$ cat src/gpif_defines.svh
`ifndef GPIF_DEFINES_SVH
`define GPIF_DEFINES_SVH

// A system-side line holds 16 data bits, SOP in bit 16 and EOP in bit 17.
`define GPIF_LINE_W 18

// FIFO sizes, in lines.
`define GPIF_DATA_DEPTH_LOG2 10
`define GPIF_RESP_DEPTH_LOG2 5

// Burst counter and burst limits share this width.
`define GPIF_BURST_W 9

// Register values after reset.
`define GPIF_DATA_BURST_RST 9'd256
`define GPIF_RESP_BURST_RST 9'd16

// The threshold is compared with the response occupancy, which is 6 bits wide.
`define GPIF_RESP_LEVEL_RST 6'd16

`endif

$ cat src/gpif_pkg.sv
package gpif_pkg;

   // Configuration register map.
   typedef enum logic [1:0] {
      REG_DATA_BURST = 2'd0,
      REG_RESP_BURST = 2'd1,
      REG_RESP_LEVEL = 2'd2,
      REG_CTRL       = 2'd3   // Bit 0 flushes both streams.
   } gpif_reg_e;

   // Endpoint select driven by the USB controller.
   typedef enum logic {
      EP_DATA = 1'b0,
      EP_RESP = 1'b1
   } gpif_ep_e;

endpackage

$ cat src/gpif_rd_regs.sv
`timescale 1ns/1ps
`include "gpif_defines.svh"

module gpif_rd_regs (
   input  logic                       gpif_clk,
   input  logic                       gpif_rst,
   input  logic                       cfg_wr_i,
   input  gpif_pkg::gpif_reg_e        cfg_addr_i,
   input  logic [15:0]                cfg_wdata_i,
   output logic [15:0]                cfg_rdata_o,
   output logic [`GPIF_BURST_W-1:0]   data_burst_o,
   output logic [`GPIF_BURST_W-1:0]   resp_burst_o,
   output logic [5:0]                 resp_level_o,
   output logic                       flush_o
);

   logic [`GPIF_BURST_W-1:0] data_burst_q;
   logic [`GPIF_BURST_W-1:0] resp_burst_q;
   logic [5:0]               resp_level_q;
   logic                     flush_q;

   // ********************
   // Register writes
   // ********************
   always_ff @(posedge gpif_clk) begin
      if (gpif_rst) begin
         data_burst_q <= `GPIF_DATA_BURST_RST;
         resp_burst_q <= `GPIF_RESP_BURST_RST;
         resp_level_q <= `GPIF_RESP_LEVEL_RST;
         flush_q      <= 1'b0;
      end else begin
         // Flush is a single cycle pulse following the control write.
         flush_q <= cfg_wr_i && (cfg_addr_i == gpif_pkg::REG_CTRL) && cfg_wdata_i[0];
         if (cfg_wr_i) begin
            case (cfg_addr_i)
               gpif_pkg::REG_DATA_BURST: data_burst_q <= cfg_wdata_i[`GPIF_BURST_W-1:0];
               gpif_pkg::REG_RESP_BURST: resp_burst_q <= cfg_wdata_i[`GPIF_BURST_W-1:0];
               gpif_pkg::REG_RESP_LEVEL: resp_level_q <= cfg_wdata_i[5:0];
               default: ;   // Control has no storage.
            endcase
         end
      end
   end

   // Readback
   always_comb begin
      case (cfg_addr_i)
         gpif_pkg::REG_DATA_BURST: cfg_rdata_o = {{(16-`GPIF_BURST_W){1'b0}}, data_burst_q};
         gpif_pkg::REG_RESP_BURST: cfg_rdata_o = {{(16-`GPIF_BURST_W){1'b0}}, resp_burst_q};
         gpif_pkg::REG_RESP_LEVEL: cfg_rdata_o = {10'd0, resp_level_q};
         default:                  cfg_rdata_o = 16'd0;   // Flush bit reads as 0.
      endcase
   end

   assign data_burst_o = data_burst_q;
   assign resp_burst_o = resp_burst_q;
   assign resp_level_o = resp_level_q;
   assign flush_o      = flush_q;

endmodule

$ cat config.mk
export PLATFORM = sky130hd
export DESIGN_NAME = gpif_rd_regs
export DESIGN_NICKNAME = d
export VERILOG_FILES = /design/src/gpif_pkg.sv /design/src/gpif_rd_regs.sv
export VERILOG_INCLUDE_DIRS = /design/src
export SDC_FILE = /design/constraint.sdc
export NUM_CORES = 1
export LEC_CHECK = 0
export ABC_AREA = 1
export BUFFER_PORTS_ARGS = -buffer_cell sky130_fd_sc_hd__buf_4
export CORE_MARGIN = 4
export CORE_UTILIZATION = 41
export CTS_BUF_LIST = sky130_fd_sc_hd__clkbuf_16
export DETAILED_ROUTE_END_ITERATION = 8
export GPL_TIMING_DRIVEN = 0
export PLACE_DENSITY = 0.77
export SYNTH_ARGS = -nofsm -noshare
export SYNTH_HDL_FRONTEND = slang
export SYNTH_SLANG_ARGS = --single-unit
$ cat constraint.sdc
create_clock -name gpif_clk -period 0.8 [get_ports gpif_clk]
set_input_delay 0.08 -clock gpif_clk [delete_from_list [all_inputs] [get_ports gpif_clk]]
set_output_delay 0.08 -clock gpif_clk [all_outputs]
set_load 0.02 [all_outputs]
=== After elaboration in Yosys (flattened, before gate mapping) ===
Cells that the tools add are included.

* Equal/unequal tests: 3
* Reduce and logical (&&, ||, !) cells: 6
* Mux-type cells: 1

{| class="wikitable"
|+ Operators with widths
! cell !! count
|-
| $pmux 9 s3 || 1
|-
| $reduce_and 2->1 || 3
|-
| $eq 2x2->1 const B || 2
|-
| $eq 2x1->1 const B || 1
|-
| $logic_and 1x1->1 || 2
|-
| $logic_not 2->1 || 1
|}

* Output and inout bits: 41
* Register bits: 25
* Logic and storage cells: 14
* Input bits: 21

=== Depth between registers and ports, before layout ===
Gate-level depths: netlist of the first run.

* Depth in word-level cells: 3
* Gate-level depth with buffers: 7

=== Least setup slack after synthesis of the first run ===
No wires, ideal clock.

* Kind: reg2out
* Start point: register resp_burst_q[6], in the netlist resp_burst_o[6]
* End point: output port cfg_rdata_o[6]
* Stages on the path, launching flop included: 3
* Data arrival time: 994 ps
* Path buffers: 0
* Setup slack: -274 ps
* Data required time: 720 ps
* Path through: dfxtp_1 -> inv_1 -> o21ai_0

* Longest elaborated chain between the ends: 1

{| class="wikitable"
|+ RTL lines
! what !! RTL line !! RTL
|-
| start, declared || gpif_rd_regs.sv:18 || <nowiki>logic [`GPIF_BURST_W-1:0] resp_burst_q;</nowiki>
|-
| start signal, assigned || gpif_rd_regs.sv:28 || <nowiki>resp_burst_q <= `GPIF_RESP_BURST_RST;</nowiki>
|-
| start signal, assigned || gpif_rd_regs.sv:37 || <nowiki>gpif_pkg::REG_RESP_BURST: resp_burst_q <= cfg_wdata_i[`GPIF_BURST_W-1:0];</nowiki>
|-
| $pmux 9 s3 || gpif_rd_regs.sv:47 || <nowiki>case (cfg_addr_i)</nowiki>
|-
| end, declared || gpif_rd_regs.sv:10 || <nowiki>output logic [15:0] cfg_rdata_o,</nowiki>
|}

Every way passes these cells.

=== Final worst setup path of the first run ===
* Start point: register resp_burst_q[0], in the netlist resp_burst_o[0]
* End point: output port cfg_rdata_o[0]

Same word-level chain as after synthesis.

==> metrics.txt, run 1 <==
1st-iter DRT viols 54; startpoint of the worst hold path cfg_wdata_i[8]; count of clock tree sinks 25; routed wire length 3730 um; Area growth syn-to-layout 66.1%; detailed-route wire length per cell 12.6 um; setup slack at placement -0.269 ns; cell depth of the worst hold path 3; Setup TNS Final -2.95 ns; area of the mapped netlist 1270 um^2; pwr dens 1590 nW/um^2; post-synthesis cell type with the largest combined area sky130_fd_sc_hd__dfxtp_1; setup repair after global routing missed its margin true; core area 2850 um^2; top library cells by usage in the layout, fill and taps aside sky130_fd_sc_hd__nand2_1 (50), sky130_fd_sc_hd__buf_6 (38), sky130_fd_sc_hd__nor2_1 (35); Filler Cells Inserted 237; top-area cell type share of the netlist area 0.394; clock slew at reported path FFs 0.07 ns; I/O Pins 62; Cell Rows 19; x dimension of the die 63.6 um; logic depth of the worst register-to-register path 5; Synth area leaders sky130_fd_sc_hd__dfxtp_1 (39%), sky130_fd_sc_hd__nand2_1 (16%), sky130_fd_sc_hd__nor2_1 (10%), sky130_fd_sc_hd__inv_1 (6.8%), sky130_fd_sc_hd__nand3_1 (6.7%); Seq. cell area 544 um^2; CP top delay family flip-flops; power after layout 3360 uW; final antenna-violating net count 0; Port-buffer cells 46; setup slack of the critical path after layout -0.288 ns; violated checks negative setup slack; worst endpoint data arrival time 1.01 ns; post-layout minimum cycle time 1.09 ns; diode insertion count for antenna repair 0; Fmax achieved 919 MHz; synthesized area per cell 6.57 um^2; hold violation count in the final report 0; endpoint of the lowest-slack register-to-register path resp_burst_o[7]; first-pass GRT wire length 6000 um; Clock Tree Root sky130_fd_sc_hd__clkbuf_16; total area of multi-input combinational cells 629 um^2; reg-to-reg setup timing slack 0.03 ns; logic depth of the worst setup path including buffers 3; number of buffers and inverters on the critical path 2; GR Overflow Total 0; Critical Path, Cell by Cell inv_2, o211ai_1, buf_4; die area 4050 um^2; VDD IR max 0.00156 V; Yosys Warn Count 0; setup-violating endpoint count in the final report 32; number of optimization iterations in the first detailed-route pass 4; worst reg2reg startpoint resp_burst_o[7]; Worst Setup End Kind primary output; slowest stage cell, crit path sky130_fd_sc_hd__dfxtp_4; Clock Latency Late Sink 0.27 ns; most common library cell in the layout ignoring fill and taps sky130_fd_sc_hd__nand2_1; Max Clock Skew 0 ns; number of standard cells after synthesis 193; HPWL after detailed placement 2430 um; number of buffers on the longest clock path 2; via count 1,382; post-layout instance count excluding filler cells 295; GRT Resource Usage Total 0.185; Finished Cell Area 2110 um^2; number of global-route vias before repair 1,326; pin count of the biggest net entering global routing 16; initial antenna violation count 0; final-stage net count 286; distinct cell type count after synthesis 17; fraction of layout cells with a size suffix above 1 0.481; fraction of the cycle the final worst path needs 1.36; worst hold-check path type input pin to flip-flop; Seq cells post-synth 25; number of remaining DRC errors 0; maximum capacitance violations 0; placement-stage cell area 1740 um^2; static leakage power 0.00108 uW; TritonCTS Buffers 3; largest fanout of any net on the critical path 2; share of synthesized area occupied by flip-flops and latches 0.394; post-DR vias/cell 4.68; outcome finished, violations left; data required time of the critical path 0.72 ns; stage delay of the slowest cell on the critical path 0.35 ns; number of H-tree branching levels 1; Chip Height 63.6 um; kind of launch point of the worst setup path flip-flop; pins over their slew limit 0; initial cell density of the core 0.445; final RePlAce weighted congestion 0.843; type of the setup path with the least slack flip-flop to primary output; number of placed cells counting well taps 276; CTS tree built; Hold Path Sink resp_burst_o[8]
-- stage by stage --
stage	hold WS, ns	util
5_1_grt	0.0591	0.739
3_3_place_gp	0.264	0.611
2_1_floorplan	0.157	-
6_report	0.0536	0.739
3_5_place_dp	0.262	0.611
4_1_cts	0.0543	0.710
-- Yosys cell counts --
cell	number
sky130_fd_sc_hd__inv_1	23
sky130_fd_sc_hd__conb_1	1
sky130_fd_sc_hd__nand3_4	1
sky130_fd_sc_hd__dfxtp_1	25
sky130_fd_sc_hd__a21oi_1	8
sky130_fd_sc_hd__nand2_1	55
sky130_fd_sc_hd__nor2_1	35
sky130_fd_sc_hd__buf_6	3
sky130_fd_sc_hd__buf_2	5
sky130_fd_sc_hd__o211ai_1	5
sky130_fd_sc_hd__buf_4	8
sky130_fd_sc_hd__nor3_1	1
sky130_fd_sc_hd__nand3_1	17
sky130_fd_sc_hd__nor2_4	1
sky130_fd_sc_hd__nor2_2	1
sky130_fd_sc_hd__inv_2	1
sky130_fd_sc_hd__o21ai_0	3
-- tightest hold or removal path, delay by kind of cell --
family        cells  cell delay, ns
buf+inv           1            0.09
simple gates      2            0.12
-- power by group --
| group | internal, uW | switching (uW) | total, uW |
|---|---|---|---|
| clock | 682 | 480 | 1160 |
| sequential | 1310 | 57.5 | 1370 |
| combinational | 389 | 436 | 826 |
-- registers in the layout (all words and copies together) (netlist names) --
signal        count
data_burst_o      9
flush_o           1
resp_burst_o      9
resp_level_o      6
-- per-layer routing --
metal,GRT usage,share of wire,vias up,routed length [um]
met1,0.216,0.43,625,1620
met5,0,0,-,0
met3,0.0373,0.044,2,166
li1,-,-,717,-
met2,0.340,0.52,38,1930
met4,0.0458,0.0046,0,17
-- final cells by class --
type,instances,share of cell area
plain buffers,16,0.0624
clock buffers,3,0.0356
clock inverters,1,0.00297
inverters,24,0.0428
multi-input cells,134,0.299
flip-flops and latches,25,0.258
well taps,31,0.0184
repair buffers,61,0.281
-- cells by family (layout without fill, tap and decap cells) --
logic type | count (synthesis) | after routing | share of synthesized area
DFF | 25 | 25 | 0.394
buffers and inverters | 40 | 105 | 0.165
AOI/OAI and AO/OA | 16 | 16 | 0.0730
and+or+nand+nor | 111 | 111 | 0.365
other | 1 | 7 | 0.00296
-- worst max path at each step --
stage | slack, ns | end | from
2_1_floorplan | -0.06 | cfg_rdata_o[0] | resp_burst_o[0]
3_3_place_gp | -0.26 | cfg_rdata_o[0] | cfg_addr_i[1]
3_5_place_dp | -0.27 | cfg_rdata_o[0] | cfg_addr_i[1]
4_1_cts | -0.28 | cfg_rdata_o[0] | resp_burst_o[0]
5_1_grt | -0.30 | cfg_rdata_o[0] | resp_burst_o[0]
6_report | -0.29 | cfg_rdata_o[0] | resp_burst_o[0]
-- repair_timing --
item / in CTS / in global routing
endpoints found under the hold margin: 1 / 0
setup endpoints to repair: 33 / 37
setup buffers: 9 / 5
hold buffers: 1 / 0
gates resized for setup: 47 / 14
cloned: 0 / 0
pin swaps: 4 / 3
Note: power is estimated with default switching activity, not from simulation.
==> inputs of run 2 (changes only) <==
--- a/config.mk
+++ b/config.mk
@@ -14,6 +14,8 @@
 export DETAILED_ROUTE_END_ITERATION = 8
 export GPL_TIMING_DRIVEN = 0
 export PLACE_DENSITY = 0.77
+export SETUP_SLACK_MARGIN = 0.3
+export SKIP_LAST_GASP = 1
 export SYNTH_ARGS = -nofsm -noshare
 export SYNTH_HDL_FRONTEND = slang
 export SYNTH_SLANG_ARGS = --single-unit
==> constraint.sdc (replaced) <==
create_clock -name gpif_clk -period 1 [get_ports gpif_clk]
set_input_delay 0.1 -clock gpif_clk [delete_from_list [all_inputs] [get_ports gpif_clk]]
set_output_delay 0.1 -clock gpif_clk [all_outputs]
set_load 0.02 [all_outputs]
==> run 2 against run 1 <==
The run still ends with negative setup slack left. Via count is 4.2% higher. Cell area is 6.7% higher. Combinational power is 12% lower. Clock skew stayed put. Count of clock-buffer cells in the layout stayed put. Flip-flop and latch count stayed put. Wire length is 7.0% higher.
==> metrics.txt, run 2 (synthesized netlist as in run 1, its figures left out) <==
core area 2850 um^2 (unchanged); reg-to-reg setup timing slack 0.21 ns (+0.18 ns); I/O Pins 62 (unchanged); TritonCTS Buffers 3 (unchanged); final RePlAce weighted congestion 0.862 (+2.3%); HPWL after detailed placement 2450 um (+1.1%); Worst Setup End Kind primary output; detailed-route wire length per cell 13.1 um (+3.9%); kind of launch point of the worst setup path flip-flop; maximum capacitance violations 0 (unchanged); x dimension of the die 63.6 um (unchanged); Max Clock Skew 0 ns (unchanged); post-DR vias/cell 4.74 (+1.1%); pins over their slew limit 0 (unchanged); setup-violating endpoint count in the final report 9 (-72%); setup slack at placement -0.125 ns (+0.145 ns); Fmax achieved 879 MHz; post-route worst hold slack 0.0133 ns (-0.0403 ns); pin count of the biggest net entering global routing 14 (-2); fraction of the cycle the final worst path needs 1.14; slowest stage cell, crit path sky130_fd_sc_hd__dfxtp_4; fraction of power consumed by combinational cells 0.268 (+0.022); number of buffers and inverters on the critical path 2 (unchanged); Clock Tree Root sky130_fd_sc_hd__clkbuf_16; die area 4050 um^2 (unchanged); Filler Cells Inserted 199 (-16%); final antenna-violating net count 0 (unchanged); largest fanout of any net on the critical path 2 (unchanged); type of the setup path with the least slack flip-flop to primary output; outcome finished, violations left; most common library cell in the layout ignoring fill and taps sky130_fd_sc_hd__nand2_1; stage delay of the slowest cell on the critical path 0.35 ns (about the same); routed wire length 3990 um (+7.0%); number of optimization iterations in the first detailed-route pass 4 (unchanged); switching share of power 0.284 (-0.00597); Area growth syn-to-layout 77.1%; relative contribution of the clock network to total power 0.327 (-0.019); number of remaining DRC errors 0 (unchanged); startpoint of the worst hold path gpif_rst; number of global-route vias before repair 1,257 (-5.2%); Chip Height 63.6 um (unchanged); 1st-iter DRT viols 52 (-3.7%); post-layout minimum cycle time 1.14 ns; GRT Resource Usage Total 0.177 (-0.00848); diode insertion count for antenna repair 0 (unchanged); clock slew at reported path FFs 0.06 ns (about the same); setup slack of the critical path after layout -0.138 ns (+0.150 ns); CTS tree built; worst reg2reg startpoint data_burst_o[4]; Setup crit start resp_burst_o[1]; number of buffers on the longest clock path 2 (unchanged); net switching power figure 768 uW (-21%); Cell Rows 19 (unchanged); initial antenna violation count 0 (unchanged); Critical Path, Cell by Cell inv_1, o211ai_1, buf_4; pwr dens 1200 nW/um^2 (-25%); hold violation count in the final report 0 (unchanged); VDD IR max 0.000739 V (-53%); number of H-tree branching levels 1 (unchanged); setup repair after global routing missed its margin true; violated checks negative setup slack; internal cell power 1930 uW (-19%); Clock Latency Late Sink 0.26 ns (about the same); final-stage net count 295 (+3.1%); static leakage power 0.00116 uW (+6.6%); top library cells by usage in the layout, fill and taps aside sky130_fd_sc_hd__nand2_1 (46), sky130_fd_sc_hd__buf_6 (41), sky130_fd_sc_hd__buf_4 (38); via count 1,440 (+4.2%); GR Overflow Total 0 (unchanged); fraction of layout cells with a size suffix above 1 0.520 (+0.0391); initial cell density of the core 0.445 (unchanged); Port-buffer cells 46 (unchanged); count of clock tree sinks 25 (unchanged); Flop pwr share 0.405 (-0.003); worst hold-check path type input pin to flip-flop; worst endpoint data arrival time 1.04 ns (+0.03 ns); CP top delay family flip-flops; first-pass GRT wire length 5730 um (-4.5%); data required time of the critical path 0.90 ns (+0.18 ns)
-- run 2: changes by cell type in the layout (fill, tap and decap cells not counted), moves of 2 or more --
cell and delta:
sky130_fd_sc_hd__inv_2 -2, sky130_fd_sc_hd__inv_1 +3, sky130_fd_sc_hd__nand2_2 +3, sky130_fd_sc_hd__buf_4 +6, sky130_fd_sc_hd__buf_6 +3, sky130_fd_sc_hd__nand3_1 -3, sky130_fd_sc_hd__nand2_1 -4, sky130_fd_sc_hd__nand3_2 +3
-- run 2: worst paths after layout --
path                          end  cells after the start
setup / recovery   cfg_rdata_o[1]                      3
hold / removal            flush_o                      2
setup reg to reg  data_burst_o[4]                      4
hold reg to reg   data_burst_o[3]                      2
-- run 2: layout make-up --
class / instances / area [um^2] / area share
repair buffers: 70 / 686 / 0.305
multi-input cells: 134 / 668 / 0.297
flip-flops and latches: 25 / 544 / 0.242
plain buffers: 16 / 141 / 0.0629
inverters: 24 / 90.1 / 0.0401
clock buffers: 3 / 75.1 / 0.0334
well taps: 31 / 38.8 / 0.0173
clock inverters: 1 / 3.75 / 0.00167
-- run 2: through the flow --
stage | total power (uW) | util | instances | setup TNS (ns) | area (um^2)
2_1_floorplan | 1450 | - | 199 | 0 | 1380
6_report | 2700 | 0.788 | 304 | -0.500 | 2250
3_5_place_dp | 1660 | 0.620 | 276 | -0.735 | 1770
3_3_place_gp | 1660 | 0.620 | 276 | -0.673 | 1770
5_1_grt | 2810 | 0.788 | 304 | -0.865 | 2250
4_1_cts | 2600 | 0.709 | 289 | -0.633 | 2020
-- run 2: worst register-to-register path, stage by stage, from the launching register on --
cell and delay, ns:
sky130_fd_sc_hd__dfxtp_2 0.33, sky130_fd_sc_hd__buf_6 0.11, sky130_fd_sc_hd__buf_4 0.12, sky130_fd_sc_hd__a21oi_2 0.09, sky130_fd_sc_hd__nor2_1 0.04
-- run 2: repair_timing --
action / 4_1_cts / 5_1_grt
gates resized for setup: 45 / 28
buffers inserted: 9 / 14
gates cloned: 0 / 1
hold buffers: 0 / 0
endpoints found under the setup margin: 34 / 43
pin swaps: 4 / 8
-- run 2: per-layer routing --
layer	track usage	routed length [um]
met5	0	0
met2	0.291	1980
met4	0.0728	55
met3	0.0249	206
met1	0.229	1760
-- run 2: power by group through the flow --
stage,sequential [uW],combinational (uW),clock (uW)
2_1_floorplan,1160,291,0
3_3_place_gp,1100,558,0
3_5_place_dp,1100,564,0
4_1_cts,1090,623,888
5_1_grt,1100,777,931
6_report,1090,726,883
==> inputs of run 3 (changes only) <==
--- a/config.mk
+++ b/config.mk
@@ -15,7 +15,6 @@
 export GPL_TIMING_DRIVEN = 0
 export PLACE_DENSITY = 0.77
 export SETUP_SLACK_MARGIN = 0.3
-export SKIP_LAST_GASP = 1
 export SYNTH_ARGS = -nofsm -noshare
 export SYNTH_HDL_FRONTEND = slang
 export SYNTH_SLANG_ARGS = --single-unit
==> run 3 against run 2 <==
Combinational power increased by 2.9%. The flow still finishes with violations (negative setup slack). Non-clock buffer count increased by 2. Largest power group unchanged. Worst setup slack improved by 0.019 ns. Sequential power about the same.
==> metrics.txt, run 3 (synthesized netlist as in run 1, its figures left out) <==
maximum capacitance violations 0 (unchanged); pin count of the biggest net entering global routing 14 (unchanged); largest fanout of any net on the critical path 2 (unchanged); relative contribution of the clock network to total power 0.326 (about the same); fraction of layout cells with a size suffix above 1 0.553 (+0.0326); top library cells by usage in the layout, fill and taps aside sky130_fd_sc_hd__buf_6 (48), sky130_fd_sc_hd__nand2_1 (42), sky130_fd_sc_hd__nor2_1 (35); Clock Latency Late Sink 0.26 ns (about the same); outcome finished, violations left; Chip Height 63.6 um (unchanged); Clock Tree Root sky130_fd_sc_hd__clkbuf_16; post-DR vias/cell 4.69 (-0.93%); number of buffers on the longest clock path 2 (unchanged); most common library cell in the layout ignoring fill and taps sky130_fd_sc_hd__buf_6; worst reg2reg startpoint data_burst_o[7]; x dimension of the die 63.6 um (unchanged); CP top delay family flip-flops; worst hold-check path type input pin to flip-flop; Fmax achieved 894 MHz (+1.7%); worst endpoint data arrival time 1.02 ns (-0.02 ns); HPWL after detailed placement 2450 um (unchanged); number of global-route vias before repair 1,316 (+4.7%); Max Clock Skew 0 ns (unchanged); number of remaining DRC errors 0 (unchanged); setup-violating endpoint count in the final report 9 (unchanged); number of hold-repair buffers added at the cts stage 0 (unchanged); die area 4050 um^2 (unchanged); post-layout minimum cycle time 1.12 ns (-0.0189 ns); CTS tree built; GRT Resource Usage Total 0.181 (+0.00407); via count 1,436 (-0.28%); initial cell density of the core 0.445 (unchanged); Filler Cells Inserted 180 (-9.5%); I/O Pins 62 (unchanged); data required time of the critical path 0.90 ns (about the same); Cell Rows 19 (unchanged); fraction of power consumed by combinational cells 0.273 (+0.005); detailed-route wire length per cell 12.9 um (-1.5%); Area growth syn-to-layout 82.1%; VDD IR max 0.000755 V (+2.2%); number of optimization iterations in the first detailed-route pass 4 (unchanged); type of the setup path with the least slack flip-flop to primary output; post-layout instance count excluding filler cells 306 (+0.66%); static leakage power 0.00118 uW (+1.7%); Flop pwr share 0.401 (-0.004); GR Overflow Total 0 (unchanged); pwr dens 1180 nW/um^2 (-1.6%); startpoint of the worst hold path gpif_rst; core area 2850 um^2 (unchanged); kind of launch point of the worst setup path flip-flop; number of H-tree branching levels 1 (unchanged); setup slack of the critical path after layout -0.119 ns (+0.0189 ns); count of clock tree sinks 25 (unchanged); first-pass GRT wire length 5890 um (+2.8%); 1st-iter DRT viols 22 (-58%); switching share of power 0.286 (+0.00201); Worst Setup End Kind primary output; Port-buffer cells 46 (unchanged); net switching power figure 782 uW (+1.8%); initial antenna violation count 0 (unchanged); slowest stage cell, crit path sky130_fd_sc_hd__dfxtp_4; final antenna-violating net count 0 (unchanged); final RePlAce weighted congestion 0.862 (unchanged); diode insertion count for antenna repair 0 (unchanged); clock slew at reported path FFs 0.07 ns (about the same); stage delay of the slowest cell on the critical path 0.35 ns (about the same); Setup crit start resp_burst_o[1]; number of placed cells counting well taps 276 (unchanged); number of buffers and inverters on the critical path 2 (unchanged); Critical Path, Cell by Cell inv_2, o211ai_1, buf_4; violated checks negative setup slack; routed wire length 3960 um (-0.90%); internal cell power 1950 uW (+0.83%); fraction of the cycle the final worst path needs 1.12 (-0.0189); TritonCTS Buffers 3 (unchanged); final-stage net count 297 (+0.68%); setup repair after global routing missed its margin true; pins over their slew limit 0 (unchanged); hold violation count in the final report 0 (unchanged); post-route worst hold slack 0.00917 ns (-0.00417 ns)
[run 3: layer usage]
metal | up-vias | global-route usage | routed length (um)
met5 | - | 0 | 0
met2 | 40 | 0.300 | 2030
met1 | 648 | 0.234 | 1740
li1 | 746 | - | -
met3 | 2 | 0.0249 | 152
met4 | 0 | 0.0728 | 34
[run 3: worst register-to-register path, stage by stage, from the launching register on]
cell                      delay, ns
sky130_fd_sc_hd__dfxtp_2       0.33
sky130_fd_sc_hd__buf_6         0.11
sky130_fd_sc_hd__buf_6         0.10
sky130_fd_sc_hd__a21oi_2       0.10
sky130_fd_sc_hd__nor2_1        0.04
[run 3: per-stage QoR]
| stage | utilization | setup WS, ns | instance area (um^2) | TNS [ns] | power [uW] |
|---|---|---|---|---|---|
| 5_1_grt | 0.810 | -0.153 | 2310 | -0.817 | 2840 |
| 3_3_place_gp | 0.620 | -0.103 | 1770 | -0.673 | 1660 |
| 2_1_floorplan | - | 0.104 | 1380 | 0 | 1450 |
| 3_5_place_dp | 0.620 | -0.125 | 1770 | -0.735 | 1660 |
| 6_report | 0.810 | -0.119 | 2310 | -0.490 | 2730 |
| 4_1_cts | 0.717 | -0.125 | 2040 | -0.605 | 2620 |
[run 3: cell type report]
class	instances	area (um^2)	area share
multi-input combinational	134	682	0.295
clock buffer	3	75.1	0.0325
inverter	24	92.6	0.0401
sequential	25	547	0.237
timing repair buffer	72	727	0.315
buffer	16	144	0.0623
tap	31	38.8	0.0168
clock inverter	1	3.75	0.00163
[run 3: final timing paths]
kind / endpoint / slack (ns) / cells past startpoint
max reg2reg: data_burst_o[7] / 0.21 / 4
min: flush_o / 0.009 / 2
min reg2reg: data_burst_o[3] / 0.49 / 2
max: cfg_rdata_o[1] / -0.12 / 3
[run 3: power groups by stage]
stage | clock (uW) | combinational (uW) | sequential, uW
after floorplan | 0 | 291 | 1160
after global placement | 0 | 558 | 1100
after detailed placement | 0 | 564 | 1100
after CTS | 888 | 632 | 1100
after global routing | 936 | 803 | 1100
final | 891 | 747 | 1090
[run 3: timing repair]
action	CTS	global route
gates resized for setup	54	37
setup buffers	9	16
pin swaps	8	13
endpoints found under the setup margin	34	42
hold endpoints to repair	0	0
cloned	0	1
